<file path="config.mk">
export PLATFORM = sky130hd
export DESIGN_NAME = wasm_ctrl_unit
export DESIGN_NICKNAME = d
export VERILOG_FILES = /design/src/logic/wasm_ctrl_pkg.sv /design/src/logic/leb128_decoder.sv /design/src/logic/opcode_decoder.sv /design/src/logic/section_parser.sv /design/src/logic/wasm_ctrl_unit.sv
export SDC_FILE = /design/constraint.sdc
export NUM_CORES = 1
export LEC_CHECK = 0
export BUFFER_PORTS_ARGS = -buffer_cell sky130_fd_sc_hd__buf_2
export CAP_MARGIN = 20
export CORE_ASPECT_RATIO = 1.25
export CORE_MARGIN = 5
export CORE_UTILIZATION = 53
export DETAILED_ROUTE_END_ITERATION = 8
export MAX_ROUTING_LAYER = met4
export PLACE_DENSITY = 0.79
export SYNTH_ARGS = -nofsm -noshare
export SYNTH_HDL_FRONTEND = slang
export SYNTH_SLANG_ARGS = --single-unit
</file>
<file path="constraint.sdc">
create_clock -name clk -period 3.5 [get_ports clk]
set_input_delay 0 -clock clk [delete_from_list [all_inputs] [get_ports clk]]
set_output_delay 0 -clock clk [all_outputs]
set_load 0.02 [all_outputs]
</file>
<file path="src/logic/wasm_ctrl_pkg.sv">
// widths, opcodes, ALU/push/immediate/state enums and the stack control word
`default_nettype none

package wasm_ctrl_pkg;

    localparam int WINDOW_BYTES = 8; // bytes offered by instruction memory

    typedef logic [8*WINDOW_BYTES-1:0] window_t; // byte 0 in [7:0]
    typedef logic [7:0]                advance_t;
    typedef logic [31:0]               word_t;
    typedef logic [2:0]                leb_len_t; // 1..5

    localparam window_t WASM_HEADER = 64'h0000_0001_6d73_6100; // "\0asm" + version 1, LE
    localparam logic [7:0] SEC_CODE = 8'h0a;

    localparam logic [7:0] OP_UNREACHABLE = 8'h00;
    localparam logic [7:0] OP_NOP         = 8'h01;
    localparam logic [7:0] OP_END         = 8'h0b;
    localparam logic [7:0] OP_DROP        = 8'h1a;
    localparam logic [7:0] OP_SELECT      = 8'h1b;
    localparam logic [7:0] OP_LOCAL_GET   = 8'h20;
    localparam logic [7:0] OP_LOCAL_SET   = 8'h21;
    localparam logic [7:0] OP_LOCAL_TEE   = 8'h22;
    localparam logic [7:0] OP_I32_LOAD    = 8'h28;
    localparam logic [7:0] OP_I32_STORE   = 8'h36;
    localparam logic [7:0] OP_I32_CONST   = 8'h41;
    localparam logic [7:0] OP_I32_EQZ     = 8'h45;
    localparam logic [7:0] OP_I32_EQ      = 8'h46;
    localparam logic [7:0] OP_I32_NE      = 8'h47;
    localparam logic [7:0] OP_I32_LT_S    = 8'h48;
    localparam logic [7:0] OP_I32_LT_U    = 8'h49;
    localparam logic [7:0] OP_I32_GT_S    = 8'h4a;
    localparam logic [7:0] OP_I32_GT_U    = 8'h4b;
    localparam logic [7:0] OP_I32_LE_S    = 8'h4c;
    localparam logic [7:0] OP_I32_LE_U    = 8'h4d;
    localparam logic [7:0] OP_I32_GE_S    = 8'h4e;
    localparam logic [7:0] OP_I32_GE_U    = 8'h4f;
    localparam logic [7:0] OP_I32_ADD     = 8'h6a;
    localparam logic [7:0] OP_I32_SUB     = 8'h6b;
    localparam logic [7:0] OP_I32_AND     = 8'h71;
    localparam logic [7:0] OP_I32_OR      = 8'h72;
    localparam logic [7:0] OP_I32_SHL     = 8'h74;
    localparam logic [7:0] OP_I32_SHR_S   = 8'h75;
    localparam logic [7:0] OP_I32_SHR_U   = 8'h76;
    localparam logic [7:0] OP_I32_ROTL    = 8'h77;
    localparam logic [7:0] OP_I32_ROTR    = 8'h78;

    typedef enum logic [4:0] {
        ALU_ADD   = 5'd0,  ALU_SUB  = 5'd1,  ALU_AND  = 5'd2,  ALU_OR   = 5'd3,
        ALU_SEL   = 5'd4,  ALU_EQZ  = 5'd5,  ALU_EQ   = 5'd6,
        ALU_LT_U  = 5'd7,  ALU_GT_U = 5'd8,  ALU_LE_U = 5'd9,  ALU_GE_U = 5'd10,
        ALU_LT_S  = 5'd11, ALU_GT_S = 5'd12, ALU_LE_S = 5'd13, ALU_GE_S = 5'd14,
        ALU_NE    = 5'd15,
        ALU_SHL   = 5'd16, ALU_SHR_S = 5'd17, ALU_SHR_U = 5'd18,
        ALU_ROTL  = 5'd19, ALU_ROTR  = 5'd20
    } alu_op_t;

    typedef enum logic [1:0] {
        PUSH_ALU   = 2'd0,
        PUSH_MEM   = 2'd1,
        PUSH_IMM   = 2'd2,
        PUSH_LOCAL = 2'd3
    } push_src_t;

    typedef enum logic [1:0] {
        IMM_NONE   = 2'd0,
        IMM_LEB    = 2'd1,
        IMM_MEMARG = 2'd2 // align byte, then offset LEB128
    } imm_kind_t;

    typedef enum logic [2:0] {
        MOD_HEAD, SEC_HEAD, SKIP_SEC, CODE_COUNT, BODY_HEAD, BODY_OPS, HALT
    } parse_state_t;

    typedef struct packed {
        logic [1:0] pop_cnt;
        logic       push;
        push_src_t  push_src;
        alu_op_t    alu_op;
        logic       load;
        logic       store;
        logic       local_get;
        logic       local_set;
    } stack_ctrl_t;

endpackage

`default_nettype wire

</file>
<file path="src/logic/leb128_decoder.sv">
// unsigned LEB128 decoder, up to five bytes, purely combinational
`default_nettype none

module leb128_decoder (
    input  wire  [39:0]                bytes,
    output wasm_ctrl_pkg::word_t    value,
    output wasm_ctrl_pkg::leb_len_t len
);

    logic found; // terminating byte already seen

    always_comb begin
        value = '0;
        len   = wasm_ctrl_pkg::leb_len_t'(5); // all five continue
        found = 1'b0;
        for (int i = 0; i < 5; i++) begin
            if (!found) begin
                // top bits of the fifth group fall off the 32-bit result
                value = value | (wasm_ctrl_pkg::word_t'(bytes[8*i +: 7]) << (7*i));
                if (!bytes[8*i+7]) begin
                    len   = wasm_ctrl_pkg::leb_len_t'(i + 1);
                    found = 1'b1;
                end
            end
        end
    end

endmodule

`default_nettype wire

</file>
<file path="src/logic/opcode_decoder.sv">
// opcode byte to stack/ALU control word, immediate kind and executable flag
`default_nettype none

module opcode_decoder (
    input  wire  [7:0]                  opcode,
    output wasm_ctrl_pkg::stack_ctrl_t ctrl,
    output wasm_ctrl_pkg::imm_kind_t   imm_kind,
    output logic                        executable
);

    // common shape of ops whose result comes back from the ALU
    function automatic wasm_ctrl_pkg::stack_ctrl_t alu_ctrl(
        input logic [1:0]             pops,
        input wasm_ctrl_pkg::alu_op_t op
    );
        wasm_ctrl_pkg::stack_ctrl_t c;
        c          = '0;
        c.pop_cnt  = pops;
        c.push     = 1'b1;
        c.push_src = wasm_ctrl_pkg::PUSH_ALU;
        c.alu_op   = op;
        return c;
    endfunction

    always_comb begin
        ctrl       = '0; // no pop, no push, add
        imm_kind   = wasm_ctrl_pkg::IMM_NONE;
        executable = 1'b1;
        case (opcode)
            wasm_ctrl_pkg::OP_UNREACHABLE,
            wasm_ctrl_pkg::OP_NOP,
            wasm_ctrl_pkg::OP_END: begin
                executable = 1'b0; // handled by the parser
            end
            wasm_ctrl_pkg::OP_DROP: begin
                ctrl.pop_cnt = 2'd1;
            end
            wasm_ctrl_pkg::OP_SELECT: ctrl = alu_ctrl(2'd3, wasm_ctrl_pkg::ALU_SEL);
            wasm_ctrl_pkg::OP_I32_CONST: begin
                ctrl.push     = 1'b1;
                ctrl.push_src = wasm_ctrl_pkg::PUSH_IMM;
                imm_kind      = wasm_ctrl_pkg::IMM_LEB;
            end
            wasm_ctrl_pkg::OP_LOCAL_GET: begin
                ctrl.push      = 1'b1;
                ctrl.push_src  = wasm_ctrl_pkg::PUSH_LOCAL;
                ctrl.local_get = 1'b1;
                imm_kind       = wasm_ctrl_pkg::IMM_LEB; // local index
            end
            wasm_ctrl_pkg::OP_LOCAL_SET: begin
                ctrl.pop_cnt   = 2'd1;
                ctrl.local_set = 1'b1;
                imm_kind       = wasm_ctrl_pkg::IMM_LEB;
            end
            wasm_ctrl_pkg::OP_LOCAL_TEE: begin
                ctrl.local_set = 1'b1; // value stays on the stack
                imm_kind       = wasm_ctrl_pkg::IMM_LEB;
            end
            wasm_ctrl_pkg::OP_I32_LOAD: begin
                ctrl.pop_cnt  = 2'd1; // address
                ctrl.push     = 1'b1;
                ctrl.push_src = wasm_ctrl_pkg::PUSH_MEM;
                ctrl.load     = 1'b1;
                imm_kind      = wasm_ctrl_pkg::IMM_MEMARG;
            end
            wasm_ctrl_pkg::OP_I32_STORE: begin
                ctrl.pop_cnt = 2'd2; // address and value
                ctrl.store   = 1'b1;
                imm_kind     = wasm_ctrl_pkg::IMM_MEMARG;
            end
            wasm_ctrl_pkg::OP_I32_EQZ:   ctrl = alu_ctrl(2'd1, wasm_ctrl_pkg::ALU_EQZ);
            wasm_ctrl_pkg::OP_I32_EQ:    ctrl = alu_ctrl(2'd2, wasm_ctrl_pkg::ALU_EQ);
            wasm_ctrl_pkg::OP_I32_NE:    ctrl = alu_ctrl(2'd2, wasm_ctrl_pkg::ALU_NE);
            wasm_ctrl_pkg::OP_I32_LT_S:  ctrl = alu_ctrl(2'd2, wasm_ctrl_pkg::ALU_LT_S);
            wasm_ctrl_pkg::OP_I32_LT_U:  ctrl = alu_ctrl(2'd2, wasm_ctrl_pkg::ALU_LT_U);
            wasm_ctrl_pkg::OP_I32_GT_S:  ctrl = alu_ctrl(2'd2, wasm_ctrl_pkg::ALU_GT_S);
            wasm_ctrl_pkg::OP_I32_GT_U:  ctrl = alu_ctrl(2'd2, wasm_ctrl_pkg::ALU_GT_U);
            wasm_ctrl_pkg::OP_I32_LE_S:  ctrl = alu_ctrl(2'd2, wasm_ctrl_pkg::ALU_LE_S);
            wasm_ctrl_pkg::OP_I32_LE_U:  ctrl = alu_ctrl(2'd2, wasm_ctrl_pkg::ALU_LE_U);
            wasm_ctrl_pkg::OP_I32_GE_S:  ctrl = alu_ctrl(2'd2, wasm_ctrl_pkg::ALU_GE_S);
            wasm_ctrl_pkg::OP_I32_GE_U:  ctrl = alu_ctrl(2'd2, wasm_ctrl_pkg::ALU_GE_U);
            wasm_ctrl_pkg::OP_I32_ADD:   ctrl = alu_ctrl(2'd2, wasm_ctrl_pkg::ALU_ADD);
            wasm_ctrl_pkg::OP_I32_SUB:   ctrl = alu_ctrl(2'd2, wasm_ctrl_pkg::ALU_SUB);
            wasm_ctrl_pkg::OP_I32_AND:   ctrl = alu_ctrl(2'd2, wasm_ctrl_pkg::ALU_AND);
            wasm_ctrl_pkg::OP_I32_OR:    ctrl = alu_ctrl(2'd2, wasm_ctrl_pkg::ALU_OR);
            wasm_ctrl_pkg::OP_I32_SHL:   ctrl = alu_ctrl(2'd2, wasm_ctrl_pkg::ALU_SHL);
            wasm_ctrl_pkg::OP_I32_SHR_S: ctrl = alu_ctrl(2'd2, wasm_ctrl_pkg::ALU_SHR_S);
            wasm_ctrl_pkg::OP_I32_SHR_U: ctrl = alu_ctrl(2'd2, wasm_ctrl_pkg::ALU_SHR_U);
            wasm_ctrl_pkg::OP_I32_ROTL:  ctrl = alu_ctrl(2'd2, wasm_ctrl_pkg::ALU_ROTL);
            wasm_ctrl_pkg::OP_I32_ROTR:  ctrl = alu_ctrl(2'd2, wasm_ctrl_pkg::ALU_ROTR);
            default: begin
                executable = 1'b0; // unknown, skipped like nop
            end
        endcase
    end

endmodule

`default_nettype wire

</file>
<file path="src/logic/section_parser.sv">
// module header, section and code body FSM driving the window advance
`default_nettype none

module section_parser (
    input  wire                           clk,
    input  wire                           rst_n,
    input  wire                           window_vld,
    input  wasm_ctrl_pkg::window_t     window,
    input  wasm_ctrl_pkg::imm_kind_t   imm_kind,
    output wasm_ctrl_pkg::advance_t    advance,
    output logic                          in_body,
    output wasm_ctrl_pkg::word_t       imm,
    output logic                          error,
    output logic                          done
);

    wasm_ctrl_pkg::parse_state_t state;
    wasm_ctrl_pkg::parse_state_t state_nxt;
    wasm_ctrl_pkg::advance_t     sec_len;
    wasm_ctrl_pkg::word_t        body_left;
    wasm_ctrl_pkg::word_t        body_left_nxt;
    logic                        err_set;
    logic                        done_set;

    logic [39:0]                 leb_a_in;
    wasm_ctrl_pkg::word_t        val_a;
    wasm_ctrl_pkg::word_t        val_b;
    wasm_ctrl_pkg::leb_len_t     len_a;
    wasm_ctrl_pkg::leb_len_t     len_b;
    logic [7:0]                  opcode;
    logic [7:0]                  local_cnt;

    // count and body size start at byte 0, everything else after an id/opcode byte
    assign leb_a_in = (state == wasm_ctrl_pkg::CODE_COUNT || state == wasm_ctrl_pkg::BODY_HEAD)
                    ? window[39:0] : window[47:8];

    leb128_decoder i_leb_a (
        .bytes (leb_a_in),
        .value (val_a),
        .len   (len_a)
    );

    leb128_decoder i_leb_b ( // memarg offset after the align byte
        .bytes (window[55:16]),
        .value (val_b),
        .len   (len_b)
    );

    assign opcode    = window[7:0];
    assign local_cnt = window[8*len_a +: 8]; // byte right after the body size
    assign in_body   = (state == wasm_ctrl_pkg::BODY_OPS);
    assign imm       = (imm_kind == wasm_ctrl_pkg::IMM_MEMARG) ? val_b : val_a;

    always_comb begin
        state_nxt     = state;
        advance       = '0;
        err_set       = 1'b0;
        done_set      = 1'b0;
        body_left_nxt = body_left;
        case (state)
            wasm_ctrl_pkg::MOD_HEAD: begin
                if (window == wasm_ctrl_pkg::WASM_HEADER) begin
                    advance   = wasm_ctrl_pkg::advance_t'(wasm_ctrl_pkg::WINDOW_BYTES);
                    state_nxt = wasm_ctrl_pkg::SEC_HEAD;
                end else begin
                    err_set   = 1'b1;
                    state_nxt = wasm_ctrl_pkg::HALT;
                end
            end
            wasm_ctrl_pkg::SEC_HEAD: begin
                advance = wasm_ctrl_pkg::advance_t'(len_a) + 8'd1;
                if (opcode == wasm_ctrl_pkg::SEC_CODE) begin
                    state_nxt = wasm_ctrl_pkg::CODE_COUNT;
                end else if (val_a > 32'd255) begin // too long to skip in one step
                    err_set   = 1'b1;
                    state_nxt = wasm_ctrl_pkg::HALT;
                end else begin
                    state_nxt = wasm_ctrl_pkg::SKIP_SEC;
                end
            end
            wasm_ctrl_pkg::SKIP_SEC: begin
                advance   = sec_len;
                state_nxt = wasm_ctrl_pkg::SEC_HEAD;
            end
            wasm_ctrl_pkg::CODE_COUNT: begin
                advance       = wasm_ctrl_pkg::advance_t'(len_a);
                body_left_nxt = val_a;
                if (val_a == '0) begin // empty code section
                    done_set  = 1'b1;
                    state_nxt = wasm_ctrl_pkg::HALT;
                end else begin
                    state_nxt = wasm_ctrl_pkg::BODY_HEAD;
                end
            end
            wasm_ctrl_pkg::BODY_HEAD: begin
                advance = wasm_ctrl_pkg::advance_t'(len_a) + 8'd1;
                if (local_cnt != 8'd0) begin // local declarations not supported
                    err_set   = 1'b1;
                    state_nxt = wasm_ctrl_pkg::HALT;
                end else begin
                    state_nxt = wasm_ctrl_pkg::BODY_OPS;
                end
            end
            wasm_ctrl_pkg::BODY_OPS: begin
                case (imm_kind)
                    wasm_ctrl_pkg::IMM_LEB:
                        advance = wasm_ctrl_pkg::advance_t'(len_a) + 8'd1;
                    wasm_ctrl_pkg::IMM_MEMARG:
                        advance = wasm_ctrl_pkg::advance_t'(len_b) + 8'd2;
                    default:
                        advance = 8'd1;
                endcase
                if (opcode == wasm_ctrl_pkg::OP_UNREACHABLE) begin
                    err_set   = 1'b1;
                    state_nxt = wasm_ctrl_pkg::HALT;
                end else if (opcode == wasm_ctrl_pkg::OP_END) begin
                    if (body_left == 32'd1) begin
                        done_set  = 1'b1;
                        state_nxt = wasm_ctrl_pkg::HALT;
                    end else begin
                        body_left_nxt = body_left - 32'd1;
                        state_nxt     = wasm_ctrl_pkg::BODY_HEAD;
                    end
                end
            end
            default: begin
                state_nxt = wasm_ctrl_pkg::HALT; // parked, advance stays 0
            end
        endcase
    end

    always_ff @(posedge clk or negedge rst_n) begin
        if (!rst_n) begin
            state     <= wasm_ctrl_pkg::MOD_HEAD;
            body_left <= '0;
            error     <= 1'b0;
            done      <= 1'b0;
        end else if (window_vld) begin
            state     <= state_nxt;
            body_left <= body_left_nxt;
            error     <= error | err_set; // sticky
            done      <= done | done_set;
        end
    end

    always_ff @(posedge clk) begin
        if (window_vld && state == wasm_ctrl_pkg::SEC_HEAD) begin
            sec_len <= val_a[7:0];
        end
    end

endmodule

`default_nettype wire

</file>
<file path="src/logic/wasm_ctrl_unit.sv">
// WebAssembly control unit top, section parser plus opcode decoder
`default_nettype none

module wasm_ctrl_unit (
    input  wire                           clk,
    input  wire                           rst_n,
    input  wire                           window_vld,
    input  wasm_ctrl_pkg::window_t     window,
    output wasm_ctrl_pkg::advance_t    advance,
    output wasm_ctrl_pkg::stack_ctrl_t ctrl,
    output wasm_ctrl_pkg::word_t       imm,
    output logic                          op_vld,
    output logic                          error,
    output logic                          done
);

    wasm_ctrl_pkg::imm_kind_t imm_kind;
    logic                     in_body;
    logic                     executable;

    section_parser i_section_parser (
        .clk        (clk),
        .rst_n      (rst_n),
        .window_vld (window_vld),
        .window     (window),
        .imm_kind   (imm_kind),
        .advance    (advance),
        .in_body    (in_body),
        .imm        (imm),
        .error      (error),
        .done       (done)
    );

    opcode_decoder i_opcode_decoder (
        .opcode     (window[7:0]), // byte at the read position
        .ctrl       (ctrl),
        .imm_kind   (imm_kind),
        .executable (executable)
    );

    assign op_vld = window_vld & in_body & executable;

endmodule

`default_nettype wire

</file>
==> metrics.md, run 1 <==
| Metric | Value |
|---|---|
| Run status | complete, no violations |
| CTS tree | built |
| Max stage delay on crit path | 0.57 ns |
| Setup CP Type | flop to output pin |
| Overflow after GRT | 0 |
| Fillers | 956 |
| Crit start category | flop |
| Maxcap violations | 0 |
| Rel. slew slack | 40.0% |
| Final Cycle Share | 90.8% |
| Slew @ Worst Pin | 0.900 ns |
| Setup violators final | 0 |
| Final Max Tran Viols | 0 |
| CTS max path bufs | 2 |
| First-pass GRT wire length | 33,100 µm |
| Vias | 6,803 |
| Crit end category | output pin |
| Synth Flop Type | dfrtp_1 |
| Die width | 100 µm |
| Clock buffer count from CTS | 5 |
| Initial antenna violation count | 0 |
| Antenna violation net count after detailed routing | 0 |
| Crit path max fanout | 15 |
| Remaining DRCs | 0 |
| H-tree depth | 2 |
| Vias in the first global route | 6,214 |
| Design Area, Final | 6230 µm² |
| Final Hold Slack | 0.0464 ns |
| Cells after Synth | 764 |
| Peak Freq | 315 MHz |
| WL per Instance | 22.1 µm |
| Routed vias/inst | 6.93 |
| Die Span Y | 123 µm |
| Total power | 3.28 mW |
| Synthesized cell area | 5380 µm² |
| Initial Utilization | 53.8% |
| Placed Area | 6040 µm² |
| Most used cell, CP | nor2_1 |
| Unique masters post-synth | 80 |
| Worst path slowest cell | dfrtp_2 |
| Arrival time at the worst endpoint | 3.18 ns |
| Setup TNS | 0 ns |
| Ratio of cells with drive above 1 in the final layout | 22.6% |
| Leak | 2.67 nW |
| WP buf/inv | 1 |
| Port bufs | 123 |
| Worst Hold Class | input pin to flop |
| Syn nets | 837 |
| Routability cong. | 1.03 |
| CTS Root Cell | clkbuf_16 |
| Drt first pass iters | 6 |
| First DRT Iteration DRCs | 743 |
| FF+latch count, synth | 45 |
| # diodes | 0 |
| Avg Inst Size Synth | 7.04 µm² |
| Hold Vio Cnt, Final | 0 |
| Share of flip-flops with an asynchronous set or reset | 82.2% |
| All-Layer GR Usage | 35.0% |
| Clock sinks | 45 |
| FP Rows | 41 |
| Synth Warn # | 0 |
| Detailed Place HPWL | 16,500 µm |
| Register area | 1170 µm² |
| Total setup buffers inserted after CTS | 0 |
| Commonest non-fill, non-tap cell in the layout | buf_2 |
| Nets | 925 |
| Max VDD drop | 0.502 mV |
| CP delay by family, top | simple AND/OR/NAND/NOR gates |
| Worst-path cell chain | nand2_1, and3_1, o31ai_2, nor2_1, nor2_1, ha_1, nand3_1, a21oi_1, a311oi_1, o41ai_1, buf_2 |
| Area Overhead vs Synth | 15.8% |
| Critical Path RT | 3.50 ns |
| Sequential cell area fraction in the yosys report | 21.7% |
| Final WL | 21,700 µm |
| Cell area power density | 526 nW/µm² |
| Clock transition at path regs | 0.07 ns |
| Die ar. | 12,300 µm² |
| Multi-input logic area | 3820 µm² |
| Most frequent cells in the layout | 123 x buf_2, 87 x o21ai_0, 85 x nand2_1 |
| Core area | 10,000 µm² |
| Final min period | 3.18 ns |
| Unrepaired setup endpoints after global routing | false |
| Largest net degree at the start of global routing | 50 |
| Number of synthesized flops with an enable pin | 8 |
| Ports | 124 |
| Worst Skew | 0.00901 ns |
| Worst skew pair latency | 0.29 ns |
path summary, 6_finish.rpt:
path	slack (ns)	startpoint	endpoint	cells past startpoint
min	0.05	window_vld	i_section_parser.state[0]	2
min in group asynchronous	0.36	rst_n	i_section_parser.body_left[29]	2
max	0.32	i_section_parser.state[1]	advance[1]	11
max reg2reg	0.43	i_section_parser.state[1]	i_section_parser.error	10
max in group asynchronous	2.52	rst_n	i_section_parser.state[1]	2
min reg2reg	0.52	i_section_parser.body_left[18]	i_section_parser.body_left[18]	2
layout make-up:
| cell class | instances | share of cell area (%) |
|---|---|---|
| clock inverter | 2 | 0.322 |
| clock buffer | 6 | 2.41 |
| timing repair buffer | 148 | 13.3 |
| multi-input combinational | 631 | 61.3 |
| sequential | 45 | 18.8 |
| inverter | 21 | 1.27 |
| tap | 129 | 2.59 |
cells by family after synthesis:
family	count (synthesis)	synth area share (%)
adder cells (fa/ha/maj)	6	1.40
flip-flops	45	21.7
XOR/XNOR	2	0.326
AO/OA/AOI/OAI	285	34.3
AND/OR/NAND/NOR	313	29.8
multiplexers	25	5.07
buffers and inverters	88	7.45
timing repair:
| item | 4_1_cts | 5_1_grt |
|---|---|---|
| resized for setup | 0 | 1 |
| endpoints found under the hold margin | 37 | 0 |
| hold buffers | 1 | 0 |
| endpoints found under the setup margin | 0 | 1 |
sequential cells by signal (all words and copies together) (netlist names):
name                        flops
i_section_parser.sec_len        8
i_section_parser.body_left     32
i_section_parser.state          3
i_section_parser.error          1
i_section_parser.done           1
report_power, final:
group | total (mW) | switching [mW] | internal, mW
Clock | 0.544 | 0.229 | 0.315
Sequential | 0.708 | 0.101 | 0.607
Combinational | 2.02 | 1.29 | 0.737
synth_stat cells (7+ instances only):
cell	count	share of area (%)
buf_2	11	1.0
nor3b_1	10	1.4
inv_1	18	1.3
dfrtp_1	37	17
mux2_2	14	2.9
nor4_1	19	2.2
a21oi_1	59	5.5
nor3_1	32	3.0
nand2_1	85	5.9
edfxtp_1	8	4.5
clkbuf_1	44	3.1
o22ai_1	14	1.6
nor2_1	62	4.3
a22o_1	7	1.1
and3_1	14	1.6
nand3_1	18	1.7
o21ai_0	87	8.1
nand4_1	7	0.81
nand2b_1	8	0.93
a31oi_1	17	2.0
a211oi_1	7	0.98
nor2b_1	18	2.1
o31ai_1	10	1.4
mux2i_1	10	1.9
stage by stage:
stage / instances / utilization, % / setup slack (ns)
4_1_cts: 982 / 62.2 / 0.182
3_5_place_dp: 973 / 60.4 / 0.368
5_1_grt: 982 / 62.2 / 0.186
6_report: 982 / 62.2 / 0.323
3_3_place_gp: 973 / 60.4 / 0.512
2_1_floorplan: 764 / - / 0.412
metal layers:
metal | track usage, % | vias to the layer above | part of all wire, %
li1 | - | 3062 | -
met1 | 45.1 | 3223 | 39
met2 | 55.9 | 437 | 48
met3 | 4.72 | 81 | 9.3
met4 | 13.8 | 0 | 3.6
met5 | - | - | 0
(Power assumes the default switching activity.)
==> run 2, diff against run 1 <==
CELL_PAD_IN_SITES_DETAIL_PLACEMENT = 1   (was unset)
CELL_PAD_IN_SITES_GLOBAL_PLACEMENT = 2   (was unset)
CORE_UTILIZATION = 30   (was 53)
HOLD_SLACK_MARGIN = 0.05   (was unset)
PLACE_DENSITY = unset   (was 0.79)
PLACE_DENSITY_LB_ADDON = 0.1   (was unset)
==> run 2 against run 1 <==
Net effect: sequential share of layout area fell by 0.76 points; non-clock buffer count rose by 18; power up 5.7%; clock power grew 5.3%; clock skew shrank 0.0027 ns; combinational power is 8% higher; hold slack improved by 0.11 ns; via count is 2.0% lower; cell area up 4.1%; worst setup slack worse by 0.072 ns; register-to-register slack improved by 0.06 ns.
==> metrics.md, run 2 (synthesis gave the netlist of run 1 again) <==
| Metric | Value |
|---|---|
| Final WL | 26,500 µm (was 21,700 µm) |
| Crit end category | output pin (unchanged) |
| Die width | 130 µm (was 100 µm) |
| Worst Skew | 0.00631 ns (was 0.00901 ns) |
| Die Span Y | 160 µm (was 123 µm) |
| Antenna violation net count after detailed routing | 0 (unchanged) |
| Setup CP Type | flop to output pin (unchanged) |
| Post_cts resized | 0 (unchanged) |
| Reg2reg start | i_section_parser.state[1] (unchanged) |
| Unrepaired setup endpoints after global routing | false (unchanged) |
| Routed vias/inst | 6.09 (was 6.93) |
| Pre-CTS WS | 0.407 ns (was 0.368 ns) |
| Max VDD drop | 0.287 mV (was 0.502 mV) |
| Port bufs | 123 (unchanged) |
| Most used cell, CP | nor2_1 (unchanged) |
| Max stage delay on crit path | 0.72 ns (was 0.57 ns) |
| Arrival time at the worst endpoint | 3.25 ns (was 3.18 ns) |
| Ratio of cells with drive above 1 in the final layout | 24.0% (was 22.6%) |
| Detailed Place HPWL | 20,800 µm (was 16,500 µm) |
| Max FFs per register | 32 (unchanged) |
| Hold Vio Cnt, Final | 0 (unchanged) |
| Largest regs | i_section_parser.body_left x32, i_section_parser.sec_len x8, i_section_parser.state x3 (unchanged) |
| Rel. slew slack | 36.5% (was 40.0%) |
| WL per Instance | 24.2 µm (was 22.1 µm) |
| Initial Utilization | 30.6% (was 53.8%) |
| Commonest non-fill, non-tap cell in the layout | buf_2 (unchanged) |
| PnR worst setup slack | 0.251 ns (was 0.323 ns) |
| Worst skew pair latency | 0.30 ns (was 0.29 ns) |
| RR Endpoint | i_section_parser.error (unchanged) |
| Run status | complete, no violations (unchanged) |
| Drt first pass iters | 5 (was 6) |
| Ports | 124 (unchanged) |
| CTS max path bufs | 2 (unchanged) |
| # diodes | 0 (unchanged) |
| Die ar. | 20,700 µm² (was 12,300 µm²) |
| Final Cycle Share | 92.8% (was 90.8%) |
| CP Capture Point | advance[1] (unchanged) |
| Initial antenna violation count | 0 (unchanged) |
| Biggest register | i_section_parser.body_left (unchanged) |
| Nets | 943 (was 925) |
| Final min period | 3.25 ns (was 3.18 ns) |
| First-pass GRT wire length | 41,300 µm (was 33,100 µm) |
| CTS Root Cell | clkbuf_16 (unchanged) |
| WP buf/inv | 3 (was 1) |
| Leak | 2.76 nW (was 2.67 nW) |
| All-Layer GR Usage | 25.9% (was 35.0%) |
| Worst-path cell chain | nor2_1, buf_4, a221oi_1, a2bb2oi_1, buf_4, nor2_1, nor2_1, ha_1, nand3_1, a21oi_1, a311oi_1, o41ai_1, buf_2 (was nand2_1, and3_1, o31ai_2, nor2_1, nor2_1, ha_1, nand3_1, a21oi_1, a311oi_1, o41ai_1, buf_2) |
| Most frequent cells in the layout | 123 x buf_2, 87 x o21ai_0, 85 x nand2_1 (unchanged) |
| Largest net degree at the start of global routing | 51 (was 50) |
| FP Rows | 54 (was 41) |
| Overflow after GRT | 0 (unchanged) |
| Final Hold Slack | 0.153 ns (was 0.0464 ns) |
| Worst Hold Class | input pin to flop (unchanged) |
| Final Max Tran Viols | 0 (unchanged) |
| Cell area power density | 534 nW/µm² (was 526 nW/µm²) |
| H-tree depth | 2 (unchanged) |
| Vias in the first global route | 6,946 (was 6,214) |
| Peak Freq | 308 MHz (was 315 MHz) |
| Setup violators final | 0 (unchanged) |
| Setup TNS | 0 ns (unchanged) |
| WP depth | 13 (was 11) |
| Slew @ Worst Pin | 0.952 ns (was 0.900 ns) |
| Vias | 6,667 (was 6,803) |
| CP delay by family, top | compound AO/OA/AOI/OAI gates (was simple AND/OR/NAND/NOR gates) |
| First DRT Iteration DRCs | 475 (was 743) |
| Area Overhead vs Synth | 20.5% (was 15.8%) |
| Maxcap violations | 0 (unchanged) |
| Routability cong. | 0.979 (was 1.03) |
| R2R setup slack | 0.49 ns (was 0.43 ns) |
| Critical Path RT | 3.50 ns (about the same) |
| Worst path slowest cell | dfrtp_1 (was dfrtp_2) |
| Clock sinks | 45 (unchanged) |
| Clock transition at path regs | 0.07 ns (about the same) |
| Core area | 17,600 µm² (was 10,000 µm²) |
| Setup crit start | i_section_parser.state[1] (unchanged) |
| Crit start category | flop (unchanged) |
| Remaining DRCs | 0 (unchanged) |
| Worst R2R Path Depth | 10 (unchanged) |
| CTS tree | built (unchanged) |
| Crit path max fanout | 16 (was 15) |
| Clock buffer count from CTS | 5 (unchanged) |
[run 2: cell types whose count changed in the layout (fill, tap and decap cells not counted), sizes merged]
cell	previous run	this run
buf	147	164
dlygate4sd3	1	2
bufinv	0	1
clkbuf	6	5
[run 2: worst register-to-register path: cells and delay by family, from the launching register on]
| family | cells | cell delay [ns] |
|---|---|---|
| AND/OR/NAND/NOR | 3 | 0.74 |
| flip-flops | 1 | 0.72 |
| AO/OA/AOI/OAI | 5 | 1.06 |
| buffers and inverters | 2 | 0.36 |
[run 2: metrics by stage]
| stage | cell area [µm²] | instances | utilization (%) | power, mW |
|---|---|---|---|---|
| 6_report | 6480 | 1095 | 36.9 | 3.46 |
| 5_1_grt | 6480 | 1095 | 36.9 | 3.66 |
| 4_1_cts | 6480 | 1095 | 36.9 | 3.45 |
| 3_5_place_dp | 6290 | 1085 | 35.8 | 2.87 |
| 3_3_place_gp | 6290 | 1085 | 35.8 | 2.84 |
| 2_1_floorplan | 5380 | 764 | - | 2.01 |
[run 2: how the worst min path moves through the flow]
stage / cells after the start / end / slack (ns) / startpoint
final: 2 / i_section_parser.sec_len[6] / 0.15 / window[6]
after global routing: 2 / i_section_parser.sec_len[3] / 0.17 / window[11]
after CTS: 2 / i_section_parser.sec_len[6] / 0.14 / window[6]
after detailed placement: 1 / i_section_parser.body_left[6] / 0.18 / rst_n
after global placement: 1 / i_section_parser.body_left[6] / 0.19 / rst_n
after floorplan: 0 / i_section_parser.body_left[0] / -0.30 / rst_n
[run 2: cell type report]
type,instances,area (µm²)
clock inverters,3,43.8
flip-flops and latches,45,1170
clock buffers,5,125
inverters,21,78.8
well taps,224,280
multi-input cells,631,3820
repair buffers,166,968
fillers,2256,11100
[run 2: repair_timing]
item                                   in CTS  in global routing
endpoints found under the hold margin      38                  0
hold buffers                                2                  0
buffers inserted                            0                  0
[run 2: power by group]
| part | switching [mW] | internal (mW) | total (mW) |
|---|---|---|---|
| Combinational | 1.38 | 0.798 | 2.18 |
| Sequential | 0.102 | 0.606 | 0.708 |
| Clock | 0.234 | 0.339 | 0.573 |
[run 2: layer usage]
| metal | global-route usage (%) | up-vias | part of all wire [%] |
|---|---|---|---|
| met5 | - | - | 0 |
| met4 | 8.32 | 0 | 3.3 |
| li1 | - | 3089 | - |
| met1 | 33.4 | 3319 | 43 |
| met3 | 3.31 | 54 | 5.1 |
| met2 | 42.1 | 205 | 49 |
